File: src/source/rv_pkg.sv
// shared rv64 core definitions; covers only the integer ALU subset, LUI and EBREAK
package rv_pkg;

    parameter int xlen           = 64;
    parameter int reg_addr_width = 5;

    // pass_b carries the LUI immediate straight through
    typedef enum logic [3:0] {
        alu_add,
        alu_sub,
        alu_sll,
        alu_slt,
        alu_sltu,
        alu_xor,
        alu_srl,
        alu_sra,
        alu_or,
        alu_and,
        alu_pass_b
    } alu_op_t;

    localparam logic [6:0] op_reg    = 7'b0110011;
    localparam logic [6:0] op_imm    = 7'b0010011;
    localparam logic [6:0] op_lui    = 7'b0110111;
    localparam logic [6:0] op_system = 7'b1110011;

    localparam logic [11:0] ebreak_imm = 12'h001;

    // one instruction word, seen as R type or I type
    typedef union packed {
        struct packed {
            logic [6:0] funct7;
            logic [4:0] rs2;
            logic [4:0] rs1;
            logic [2:0] funct3;
            logic [4:0] rd;
            logic [6:0] opcode;
        } r;
        struct packed {
            logic [11:0] imm12;
            logic [4:0]  rs1;
            logic [2:0]  funct3;
            logic [4:0]  rd;
            logic [6:0]  opcode;
        } i;
    } inst_fmt_u;

endpackage

File: src/source/rv_decode.sv
// decode stage; anything outside the ALU subset, LUI and EBREAK counts as illegal
`timescale 1ns/1ps

module rv_decode (
    input  logic                              clk,
    input  logic                              reset_i,
    input  logic                              if_valid_i,
    input  logic [rv_pkg::xlen-1:0]           if_pc_i,
    input  logic [31:0]                       if_inst_i,
    input  logic                              squash_i,
    output logic [rv_pkg::reg_addr_width-1:0] rs1_addr_o,
    output logic [rv_pkg::reg_addr_width-1:0] rs2_addr_o,
    input  logic [rv_pkg::xlen-1:0]           rs1_data_i,
    input  logic [rv_pkg::xlen-1:0]           rs2_data_i,
    input  logic                              ex_fwd_wen_i,
    input  logic [rv_pkg::reg_addr_width-1:0] ex_fwd_rd_i,
    input  logic [rv_pkg::xlen-1:0]           ex_fwd_data_i,
    input  logic                              wb_fwd_wen_i,
    input  logic [rv_pkg::reg_addr_width-1:0] wb_fwd_rd_i,
    input  logic [rv_pkg::xlen-1:0]           wb_fwd_data_i,
    output logic                              ex_valid_o,
    output logic [rv_pkg::xlen-1:0]           ex_pc_o,
    output rv_pkg::alu_op_t                   ex_alu_op_o,
    output logic [rv_pkg::xlen-1:0]           ex_src1_o,
    output logic [rv_pkg::xlen-1:0]           ex_src2_o,
    output logic [rv_pkg::reg_addr_width-1:0] ex_rd_o,
    output logic                              ex_wen_o,
    output logic                              ex_halt_req_o,
    output logic                              ex_illegal_o
);
    import rv_pkg::*;

    inst_fmt_u       fmt;
    alu_op_t         alu_op;
    logic [xlen-1:0] imm_i;
    logic [xlen-1:0] imm_u;
    logic [xlen-1:0] src1;
    logic [xlen-1:0] src2;
    logic            wen;
    logic            is_ebreak;
    logic            unknown;

    // execute result is younger, so it wins over writeback
    function automatic logic [xlen-1:0] fwd_value(
        input logic [reg_addr_width-1:0] addr,
        input logic [xlen-1:0]           rf_value
    );
        if (ex_fwd_wen_i && ex_fwd_rd_i != '0 && ex_fwd_rd_i == addr) begin
            return ex_fwd_data_i;
        end else if (wb_fwd_wen_i && wb_fwd_rd_i != '0 && wb_fwd_rd_i == addr) begin
            return wb_fwd_data_i;
        end
        return rf_value;
    endfunction

    // shared funct3 map; alt selects sub or sra
    function automatic alu_op_t funct3_op(input logic [2:0] funct3, input logic alt);
        case (funct3)
            3'b000:  return alt ? alu_sub : alu_add;
            3'b001:  return alu_sll;
            3'b010:  return alu_slt;
            3'b011:  return alu_sltu;
            3'b100:  return alu_xor;
            3'b101:  return alt ? alu_sra : alu_srl;
            3'b110:  return alu_or;
            default: return alu_and;
        endcase
    endfunction

    assign fmt        = if_inst_i;
    assign rs1_addr_o = fmt.r.rs1;
    assign rs2_addr_o = fmt.r.rs2;
    assign imm_i      = {{(xlen-12){fmt.i.imm12[11]}}, fmt.i.imm12};
    assign imm_u      = {{(xlen-32){if_inst_i[31]}}, if_inst_i[31:12], 12'b0};

    always_comb begin
        alu_op    = alu_add;
        src1      = fwd_value(fmt.r.rs1, rs1_data_i);
        src2      = fwd_value(fmt.r.rs2, rs2_data_i);
        wen       = 1'b0;
        is_ebreak = 1'b0;
        unknown   = 1'b0;
        case (fmt.r.opcode)
            op_reg: begin
                alu_op = funct3_op(fmt.r.funct3, fmt.r.funct7[5]);
                wen    = 1'b1;
            end
            op_imm: begin
                // bit 30 only means sra for funct3 101, never subi
                alu_op = funct3_op(fmt.i.funct3, fmt.i.imm12[10] && fmt.i.funct3 == 3'b101);
                src2   = imm_i;
                wen    = 1'b1;
            end
            op_lui: begin
                alu_op = alu_pass_b;
                src2   = imm_u;
                wen    = 1'b1;
            end
            op_system: begin
                is_ebreak = fmt.i.imm12 == ebreak_imm && fmt.i.funct3 == 3'b000;
                unknown   = !is_ebreak;                  // ecall and csr ops not supported
            end
            default: unknown = 1'b1;
        endcase
    end

    always_ff @(posedge clk) begin
        if (reset_i) begin
            ex_valid_o    <= 1'b0;
            ex_wen_o      <= 1'b0;
            ex_halt_req_o <= 1'b0;
            ex_illegal_o  <= 1'b0;
        end else begin
            ex_valid_o    <= if_valid_i && !squash_i;
            ex_wen_o      <= wen;
            ex_halt_req_o <= is_ebreak || unknown;
            ex_illegal_o  <= unknown;
        end
    end

    always_ff @(posedge clk) begin
        ex_pc_o     <= if_pc_i;
        ex_alu_op_o <= alu_op;
        ex_src1_o   <= src1;
        ex_src2_o   <= src2;
        ex_rd_o     <= fmt.r.rd;
    end

endmodule

File: config.mk
export PLATFORM = sky130hd
export DESIGN_NAME = rv_decode
export DESIGN_NICKNAME = d
export VERILOG_FILES = /design/src/source/rv_pkg.sv /design/src/source/rv_decode.sv
export SDC_FILE = /design/constraint.sdc
export NUM_CORES = 1
export LEC_CHECK = 0
export BUFFER_PORTS_ARGS = -buffer_cell sky130_fd_sc_hd__buf_2
export CAP_MARGIN = 20
export CORE_AREA = 4 4 224 226
export CTS_CLUSTER_DIAMETER = 40
export DETAILED_ROUTE_END_ITERATION = 10
export DIE_AREA = 0 0 228 230
export GPL_ROUTABILITY_DRIVEN = 0
export RECOVER_POWER = 25
export SLEW_MARGIN = 5
export SYNTH_ARGS = -nofsm -noshare
export SYNTH_HDL_FRONTEND = slang
export SYNTH_SLANG_ARGS = --single-unit
export TNS_END_PERCENT = 100
File: constraint.sdc
create_clock -name clk -period 2.9 [get_ports clk]
set_input_delay 0.435 -clock clk [delete_from_list [all_inputs] [get_ports clk]]
set_output_delay 0.435 -clock clk [all_outputs]
set_load 0.05 [all_outputs]
=== Word-level counts from Yosys, hierarchy flattened ===
Cells that the tools add are included.

* Mux-type cells: 21
* Equality and inequality tests: 15
* Reductions and logical operators: 16

{| class="wikitable"
|+ Operators with widths
! operator !! number
|-
| two-way mux 64 bit || 6
|-
| case mux 64 bit (2 select lines) || 1
|-
| case mux 4 bit (7 select lines) || 2
|-
| equality test 5 bit || 4
|-
| equality test 7 x 6 -> 1 bit (second input constant) || 2
|-
| equality test 12 x 1 -> 1 bit (second input constant) || 1
|-
| case mux 4 bit (3 select lines) || 1
|-
| two-way mux 1 bit || 10
|-
| nonzero test 5 bit || 2
|-
| equality test 3 bit (second input constant) || 3
|-
| logical AND 1 bit || 9
|-
| equality test 7 x 5 -> 1 bit (second input constant) || 1
|-
| equality test 7 bit (second input constant) || 1
|-
| equality test 3 x 2 -> 1 bit (second input constant) || 2
|-
| equality test 3 x 1 -> 1 bit (second input constant) || 1
|-
| zero test 3 bit || 1
|-
| OR reduction 3 bit || 1
|-
| zero test 1 bit || 2
|-
| case mux 1 bit (2 select lines) || 1
|-
| logical OR 1 bit || 1
|}

* Input port bits: 368
* Output and inout bits: 215
* Register bits: 205
* Word-level logic and storage cells: 61

=== Longest topological paths before layout ===
Gate-level depths: netlist of run 1.

* Depth in word-level cells: 7
* Mapped depth: 8
* Gate-level depth less buffers: 5

=== Worst setup path after synthesis of run 1 ===
No wires, ideal clock.

* Path type: input port to flip-flop
* Start: in wb_fwd_rd_i[1] (netlist name)
* End: reg ex_src1_o[27] (netlist name)
* Arrival time: 1.796 ns
* Setup time: 0.128 ns
* Slack: 0.976 ns
* Stages: 7
* Path buffers: 2
* Cells stage by stage: or4_1 -> o21a_1 -> and4_4 -> buf_12 -> buf_12 -> mux2i_1 -> o21ai_1

* Cells in the longest elaborated chain, start to end: 6

{| class="wikitable"
|+ RTL lines
! item !! line !! text
|-
| start: declaration || rv_decode.sv:19 || <nowiki>input logic [rv_pkg::reg_addr_width-1:0] wb_fwd_rd_i,</nowiki>
|-
| nonzero test 5 bit || rv_decode.sv:50 || <nowiki>end else if (wb_fwd_wen_i && wb_fwd_rd_i != '0 && wb_fwd_rd_i == addr) begin</nowiki>
|-
| logical AND 1 bit || rv_decode.sv:50 ||
|-
| logical AND 1 bit (*) || rv_decode.sv:50 ||
|-
| two-way mux 1 bit (*) || rv_decode.sv:50 ||
|-
| two-way mux 1 bit (*) || rv_decode.sv:48 || <nowiki>if (ex_fwd_wen_i && ex_fwd_rd_i != '0 && ex_fwd_rd_i == addr) begin</nowiki>
|-
| two-way mux 64 bit (*) || rv_decode.sv:53 || <nowiki>return rf_value;</nowiki>
|-
| via src1[27] || rv_decode.sv:37 || <nowiki>logic [xlen-1:0] src1;</nowiki>
|-
| end signal: assignment || rv_decode.sv:124 || <nowiki>ex_src1_o <= src1;</nowiki>
|-
| end: declaration || rv_decode.sv:24 || <nowiki>output logic [rv_pkg::xlen-1:0] ex_src1_o,</nowiki>
|}

The timed path passes the listed nets; every way through them passes the cells marked *.
A chain may end at the register's enable or synchronous reset.

=== Worst setup path after layout of run 1 ===
* Start: in if_inst_i[3]
* End: reg ex_src2_o[1] (netlist name)

* Cells in the longest elaborated chain, start to end: 2

{| class="wikitable"
|+ RTL lines
! item !! line !! text
|-
| start: declaration || rv_decode.sv:9 || <nowiki>input logic [31:0] if_inst_i,</nowiki>
|-
| equality test 7 x 6 -> 1 bit / equality test 7 x 5 -> 1 bit (equally long branches) || rv_decode.sv:83 || <nowiki>case (fmt.r.opcode)</nowiki>
|-
| case mux 64 bit (2 select lines) (*) || rv_decode.sv:83 ||
|-
| via src2[1] || rv_decode.sv:38 || <nowiki>logic [xlen-1:0] src2;</nowiki>
|-
| end signal: assignment || rv_decode.sv:125 || <nowiki>ex_src2_o <= src2;</nowiki>
|-
| end: declaration || rv_decode.sv:25 || <nowiki>output logic [rv_pkg::xlen-1:0] ex_src2_o,</nowiki>
|}

Marks and branches as above.

==> results_dict.tcl, run 1 <==
set metrics [dict create \
    p_per_area_mw_per_mm2 700 \
    criticalPathCategory "input port to flop" \
    drive_above_1_share 0.438 \
    syn_area_per_cell_um2 9.71 \
    die-area_mm2 0.0524 \
    dp_hpwl_um 34400 \
    status "finished, final reports clean" \
    fin_crit_ns 2.04 \
    rsz0062_at_grt "no" \
    synthTopCellsByArea "dfxtp_1 (50%), mux2i_1 (7.8%), a221oi_1 (6.7%)" \
    core.rowCount 81 \
    synth_top_area_frac 0.501 \
    cp.required_ns 3.35 \
    hold_path.class "input port to flop" \
    post-cts-setup-buffer-count 0 \
    synthArstFlopShare 0 \
    slew_viol_final 0 \
    path_cells "buf_2 > nand4b_1 > or2_2 > clkbuf_1 > nor3_2 > buf_4 > nand2_1 > o21ai_1" \
    dpl.cell_count 1987 \
    coreArea_mm2 0.0483 \
    peakVddDrop_uv 465 \
    syn2layout_area_growth_pct 66.2 \
    ios 583 \
    grt-ovfl-total 0 \
    endpoint "ex_src2_o[1]" \
    netlist_area_mm2 0.00819 \
    setup-violations-final 0 \
    met3_usage 0.0527 \
    place_area_mm2 0.0116 \
    grt_antenna_before_repair 14 \
    via_per_inst 4.56 \
    tightestPinTransition_ns 1.35 \
    drt-total-wl_um 45500 \
    firstDrtPassIters 5 \
    cpPeakStageDelay_ns 0.54 \
    grt_pass1_vias 10200 \
    die_y_um 230 \
    crit_path_start "if_inst_i[3]" \
    avgRoutedWirePerCell_um 21.3 \
    cts_tree "done" \
    use_met1 0.186 \
    nNetsFinal 1841 \
    clock_sinks 205 \
    yosysMostFrequentCell "dfxtp_1" \
    drt_iter0_markers 615 \
    p_leak_nw 6.21 \
    htree_levels 2 \
    fmax_mhz 491 \
    yosys.area.top_type "dfxtp_1" \
    nFillCells 5123 \
    cts.clk_slew.worst_paths_ns 0.05 \
    finalCritPeriodShare 0.702 \
    synth_edf_count 0 \
    hold_buffers 67 \
    cts_root_buf "clkbuf_16" \
    drc 0 \
    start_kind "input port" \
    cp-end-kind "flop" \
    grt_pass1_wl_um 65200 \
    arrival_ns 2.49 \
    die_w_um 228 \
    ys.flop_type "dfxtp_1" \
    synth_common_cells "dfxtp_1 (205), o21ai_1 (100), nand2_1 (79)" \
    grt_usage 0.164 \
    globalRouteMet2Util 0.287 \
    slew_headroom 0.102 \
    vias 9713 \
    ctsResizeCount 0 \
    ys_ff_latch 205 \
    final_cells 2129 \
    fin_area_mm2 0.0136 \
    report.final.hold_viol_count 0 \
    syn_nets 1212 \
    tns_ns 0 \
    cts.path.max_buffers 3 \
    crit_slowest_cell "clkbuf_1" \
    synth.distinct_cells 43 \
    numCtsBuffers 39 \
    top_usage_layer "met2" \
    portBuffers 582 \
    ys_seq_area_frac 0.501 \
    final_core_util 0.282 \
    syn_inst 844 \
    critical_path.max_fanout 24 \
    ys_warn_count 0 \
    ant_nets 0 \
    initial_core_util 0.169 \
    grt_max_degree 65 \
    cap_violations 0 \
]
power by group:
part	total, mW	internal, mW	switching (mW)
Combinational	1.78	0.537	1.24
Sequential	3.08	3.02	0.0585
Clock	4.68	3.12	1.56
through the flow:
step	hold slack, ns	worst slack (ns)	total power, mW
2_1_floorplan	0.463	0.976	4.17
3_3_place_gp	0.538	0.469	4.83
3_5_place_dp	0.539	0.448	4.84
4_1_cts	0.00110	1.03	9.64
5_1_grt	0.0492	0.742	9.87
6_report	0.0808	0.863	9.54
layer usage:
metal	vias to the layer above	share of wire
met2	612	0.49
met5	-	0.00059
met1	4617	0.38
met3	126	0.091
li1	4354	-
met4	4	0.038
worst min-delay path by stage:
stage / cells after the start / startpoint / to / slack (ns)
CTS: 1 / if_pc_i[39] / ex_pc_o[39] / 0.001
finish: 1 / if_pc_i[30] / ex_pc_o[30] / 0.08
global route: 1 / if_pc_i[30] / ex_pc_o[30] / 0.05
floorplan: 0 / if_pc_i[0] / ex_pc_o[0] / 0.46
detailed placement: 1 / if_pc_i[53] / ex_pc_o[53] / 0.54
global placement: 1 / if_pc_i[31] / ex_pc_o[31] / 0.54
kinds of logic after synthesis:
family          count (synthesis)  share of synthesized area
xor+xnor                       20                     0.0214
buf+inv                        91                     0.0768
compound gates                284                      0.208
flops                         205                      0.501
simple gates                  179                      0.113
mux                            65                     0.0796
registers in the layout, indices dropped and copies added, names as in the netlist:
| register | count |
|---|---|
| ex_pc_o | 64 |
| ex_rd_o | 5 |
| ex_src2_o | 64 |
| ex_halt_req_o | 1 |
| ex_illegal_o | 1 |
| ex_valid_o | 1 |
| ex_alu_op_o | 4 |
| ex_wen_o | 1 |
| ex_src1_o | 64 |
area by class of cell:
class | count | area [um^2] | share of cell area
Multi-Input combinational cell | 548 | 3520 | 0.258
Tap cell | 622 | 778 | 0.0572
Sequential cell | 205 | 4100 | 0.301
Timing Repair Buffer | 677 | 3830 | 0.282
Antenna cell | 4 | 10.0 | 0.000735
Clock inverter | 19 | 229 | 0.0168
Clock buffer | 52 | 1140 | 0.0835
Inverter | 2 | 7.51 | 0.000551
critical path, delay by kind of cell:
family                 cells  cell delay (ns)
AOI/OAI and AO/OA          1             0.11
buffers and inverters      3             0.85
and+or+nand+nor            4             1.09
layout by cell type (no fill, tap or decap), types with 38 or more instances in the layout:
master | netlist | routed
dfxtp_1 | 205 | 205
clkbuf_16 | 0 | 41
clkbuf_1 | 32 | 38
buf_2 | 24 | 550
a221oi_1 | 63 | 63
mux2i_1 | 64 | 64
dlygate4sd3_1 | 0 | 67
nand2_1 | 79 | 79
and3_1 | 64 | 64
o21ai_1 | 100 | 100
o21ai_0 | 76 | 76
Note: power is estimated with default switching activity, not from simulation.
==> run 2: changes to the inputs <==
ABC_AREA = 1   (was default)
clock period = 1.64 ns   (was 2.9 ns; I/O delays follow)
==> run 2 against run 1 <==
  * Global-route usage rose by 3.1 points
  * Total power rose by 91%
  * Sequential share of layout area is 6.8 points lower
==> results_dict.tcl, run 2 <==
set metrics [dict create \
    synth_mux_area_frac 0 \
    wl_met1_um 20100 \
    nFillCells 4963 \
    dp_hpwl_um 39400 \
    cts.clk_slew.worst_paths_ns 0.06 \
    cpPeakStageDelay_ns 0.42 \
    synthTopCellsByArea "dfxtp_1 (41%), nand2_1 (18%), nand3_1 (9.6%)" \
    numCtsBuffers 44 \
    drive_above_1_share 0.339 \
    tightestPinTransition_ns 0.619 \
    synth_common_cells "nand2_1 (489), dfxtp_1 (205), nand3_1 (191)" \
    ios 583 \
    criticalPathCategory "flop to output pin" \
    final.setup.worst_slack_ns 0.112 \
    comb_power_share 0.214 \
    synth_top_family_by_area "simple AND/OR/NAND/NOR gates" \
    syn_area_per_cell_um2 6.93 \
    ys.flop_type "dfxtp_1" \
    vias 12400 \
    start_kind "flop" \
    p_leak_nw 9.49 \
    firstDrtPassIters 6 \
    fmax_mhz 654 \
    grt_pass1_vias 12600 \
    endpoint "ex_src2_o[3]" \
    peakVddDrop_uv 705 \
    critical_path.max_fanout 1 \
    nNetsFinal 2641 \
    die-area_mm2 0.0524 \
    largestRegisters "ex_pc_o: 64 flops, ex_src1_o: 64 flops, ex_src2_o: 64 flops" \
    p_per_area_mw_per_mm2 1040 \
    arrival_ns 1.28 \
    synth_edf_count 0 \
    ys_seq_area_frac 0.413 \
    final_core_util 0.363 \
    switching_share 0.321 \
    met3WireLength_um 5200 \
    netlist_area_mm2 0.00994 \
    synth-adder-area-share 0 \
    crit_slowest_cell "dfxtp_1" \
    avgRoutedWirePerCell_um 18.2 \
    via_per_inst 4.24 \
    ant_nets 0 \
    total_power_mw 18.2 \
    syn2layout_area_growth_pct 76.7 \
    grt_antenna_before_repair 15 \
    path_cells "buf_2" \
    intPower_mw 12.3 \
    setup-violations-final 0 \
    grt_pass1_wl_um 77700 \
    tns_ns 0 \
    p_clk_frac 0.486 \
    status "finished, final reports clean" \
    synth.distinct_cells 35 \
    die_w_um 228 \
    crit_cells 1 \
    synth_xor_area_frac 0.0147 \
    layout_common_cells "buf_2 (563), nand2_1 (488), dlygate4sd3_1 (207)" \
    post-cts-setup-buffer-count 0 \
    drt_iter0_markers 784 \
    min_path_cells 5 \
    cts_root_buf "clkbuf_16" \
    synth_top_area_frac 0.413 \
    core.rowCount 81 \
    grt_max_degree 37 \
    layout_commonest_cell "buf_2" \
    crit_path_start "ex_src2_o[3]" \
    fin_crit_ns 1.53 \
    finalCritPeriodShare 0.932 \
    netSwitchingPower_mw 5.84 \
    synth_compound_area_frac 0.0408 \
    clock_sinks 205 \
    cap_violations 0 \
    portBuffers 582 \
    ys_ff_latch 205 \
    multi_input_area_mm2 0.00432 \
    syn_nets 1802 \
    hold_path.class "input port to flop" \
    drt-total-wl_um 53300 \
    cts.path.max_buffers 3 \
    synthArstFlopShare 0 \
    seq_area_mm2 0.00410 \
    slew_viol_final 0 \
    slew_headroom 0.589 \
    ys_warn_count 0 \
    htree_levels 2 \
    crit_family "flip-flops" \
    final_cells 2935 \
    initial_core_util 0.206 \
    fin_area_mm2 0.0176 \
    path_buf_inv 1 \
    grt-ovfl-total 0 \
    syn_inst 1434 \
    routed.top_layer "met5" \
    place_area_mm2 0.0141 \
    synth-simple-area-share 0.373 \
    cts_tree "done" \
    rsz0062_at_grt "no" \
    yosys.area.top_type "dfxtp_1" \
    coreArea_mm2 0.0483 \
    yosysMostFrequentCell "nand2_1" \
    dr_wl_met2_um 25800 \
    grt_usage 0.194 \
    pre_cts_ws_ns -0.311 \
    drc 0 \
    die_y_um 230 \
    power.share.sequential 0.299 \
    fin_hold_ws_ns 0.0467 \
    dpl.cell_count 2642 \
    cp.required_ns 1.39 \
    cp-end-kind "output pin" \
    report.final.hold_viol_count 0 \
]
==> run 2: cell types whose count changed in the layout (fill, tap and decap cells not counted), moves of 56 or more <==
cell	change
clkinv_1	+56
and3_1	-64
mux2i_1	-64
a221oi_1	-63
inv_1	+172
nand3_1	+189
dlygate4sd3_1	+140
nand2_1	+409
nand3b_1	+65
o21ai_1	-100
==> run 2: final cells by class <==
cell class | instances | share of cell area
clock buffers | 51 | 0.0665
well taps | 622 | 0.0443
repair buffers | 890 | 0.340
inverters | 236 | 0.0504
multi-input cells | 896 | 0.246
clock inverters | 26 | 0.0179
flip-flops and latches | 205 | 0.234
diodes | 9 | 0.00128
==> run 2: what timing repair did <==
action | 4_1_cts | 5_1_grt
hold endpoints to repair | 155 | 0
hold buffers | 207 | 0
resized for setup | 0 | 0
==> run 2: cell families (layout without fill, tap and decap cells) <==
kind of cell	count (synthesis)	in the layout
AO/OA/AOI/OAI	79	79
XOR/XNOR	15	15
buffers and inverters	333	1203
flip-flops	205	205
other	0	9
AND/OR/NAND/NOR	802	802
==> run 2: worst min-delay path by stage <==
stage | start | end | slack [ns]
after global placement | if_pc_i[49] | ex_pc_o[49] | 0.35
after detailed placement | if_pc_i[33] | ex_pc_o[33] | 0.35
after CTS | wb_fwd_data_i[45] | ex_src2_o[45] | 0.0003
after floorplan | if_pc_i[0] | ex_pc_o[0] | 0.27
final | wb_fwd_data_i[39] | ex_src2_o[39] | 0.05
after global routing | wb_fwd_data_i[39] | ex_src2_o[39] | 0.04
==> run 2: metal layers <==
layer	global-route usage	vias to the layer above
li1	-	6096
met2	0.333	675
met3	0.0695	131
met1	0.219	5520
met5	0	-
met4	0.0838	14
==> run 2: power by group through the flow <==
| stage | logic [mW] | clock network [mW] | registers (mW) |
|---|---|---|---|
| after global routing | 4.16 | 9.30 | 5.47 |
| after floorplan | 0.884 | 0 | 6.80 |
| final | 3.90 | 8.84 | 5.45 |
| after detailed placement | 3.50 | 0 | 5.54 |
| after global placement | 3.49 | 0 | 5.54 |
| after CTS | 3.91 | 9.06 | 5.44 |
==> run 3: changes to the inputs <==
CORE_AREA = 4 4 227 229   (was 4 4 224 226)
DIE_AREA = 0 0 231 233   (was 0 0 228 230)
==> run 3 against run 2 <==
  * Wire length is 0.72% higher
  * Global-route usage shrank 0.44 points
  * Flip-flop and latch count did not move
==> results_dict.tcl, run 3 (same netlist as run 2, synthesis figures left out) <==
set metrics [dict create \
    status "finished, final reports clean" \
    drc 0 \
    report.final.hold_viol_count 0 \
    avgRoutedWirePerCell_um 18.0 \
    cp-end-kind "output pin" \
    grt_antenna_before_repair 15 \
    criticalPathCategory "flop to output pin" \
    nNetsFinal 2646 \
    place_area_mm2 0.0143 \
    drt-total-wl_um 53700 \
    crit_slowest_cell "dfxtp_1" \
    cts_root_buf "clkbuf_16" \
    cts.clk_slew.worst_paths_ns 0.05 \
    pre_cts_ws_ns -0.342 \
    fin_area_mm2 0.0177 \
    fin_crit_ns 1.49 \
    tns_ns 0 \
    crit_family "flip-flops" \
    vias 12400 \
    final_cells 2987 \
    path_cells "buf_2" \
    slew_viol_final 0 \
    die-area_mm2 0.0538 \
    grt_usage 0.190 \
    layout_common_cells "buf_2 (562), nand2_1 (486), dfxtp_1 (205)" \
    grt-ovfl-total 0 \
    drt_iter0_markers 723 \
    die_y_um 233 \
    ant_nets 0 \
    grt_max_degree 45 \
    arrival_ns 1.24 \
    fin_hold_ws_ns 0.0289 \
    path_buf_inv 1 \
    cpPeakStageDelay_ns 0.38 \
    final_core_util 0.357 \
    critical_path.max_fanout 1 \
    drive_above_1_share 0.347 \
    grt_pass1_wl_um 77500 \
    grt_pass1_vias 12500 \
    coreArea_mm2 0.0497 \
    portBuffers 582 \
    tightestPinTransition_ns 0.606 \
    start_kind "flop" \
    cts.path.max_buffers 3 \
    cap_violations 0 \
    total_power_mw 18.3 \
    finalCritPeriodShare 0.909 \
    p_per_area_mw_per_mm2 1030 \
    hold_path.class "input port to flop" \
    ios 583 \
    slew_headroom 0.598 \
    initial_core_util 0.200 \
    peakVddDrop_uv 625 \
    cts_tree "done" \
    setup-violations-final 0 \
    rsz0062_at_grt "no" \
    final.setup.worst_slack_ns 0.150 \
    via_per_inst 4.17 \
    clock_sinks 205 \
    cp.required_ns 1.39 \
    syn2layout_area_growth_pct 78.4 \
    dpl.cell_count 2705 \
    largestRegisters "ex_pc_o: 64 flops, ex_src1_o: 64 flops, ex_src2_o: 64 flops" \
    fmax_mhz 671 \
    dp_hpwl_um 41100 \
    p_leak_nw 9.58 \
    layout_commonest_cell "buf_2" \
    htree_levels 2 \
    numCtsBuffers 43 \
    nFillCells 5206 \
    firstDrtPassIters 5 \
    die_w_um 231 \
    core.rowCount 82 \
]
-- run 3: cell types whose count changed in the layout (fill, tap and decap cells not counted), sizes merged --
cell / change
bufinv: +1
clkinvlp: -3
buf: +11
inv: +3
clkinv: +2
diode: -4
dlygate4sd3: -7
clkbuf: -1
-- run 3: path summary, 6_finish.rpt --
kind	start	slack, ns	cells after the start	endpoint
min	ex_fwd_data_i[43]	0.03	4	ex_src1_o[43]
max	ex_src2_o[0]	0.15	1	ex_src2_o[0]
-- run 3: per-layer routing --
layer	GRT usage	share of wire	vias up	wire length, um
li1	-	-	6095	-
met1	0.222	0.40	5680	21300
met2	0.337	0.49	554	26400
met3	0.0502	0.078	108	4210
met4	0.0637	0.032	10	1720
met5	0	0.0013	-	70
-- run 3: area by class of cell --
cell class | instances | area, um^2 | area share
diodes | 5 | 12.5 | 0.000705
clock buffers | 48 | 1120 | 0.0634
clock inverters | 29 | 377 | 0.0212
inverters | 236 | 887 | 0.0500
multi-input cells | 896 | 4340 | 0.244
flip-flops and latches | 205 | 4100 | 0.231
well taps | 672 | 841 | 0.0474
repair buffers | 896 | 6060 | 0.342
-- run 3: timing repair --
item | 4_1_cts | 5_1_grt
gates resized for setup | 0 | 4
endpoints found under the hold margin | 158 | 0
setup buffers | 0 | 0
hold buffers | 200 | 0
endpoints found under the setup margin | 0 | 1
-- run 3: where the power goes --
group / internal, mW / switching, mW
Clock: 5.72 / 3.24
Sequential: 5.35 / 0.104
Combinational: 1.35 / 2.56
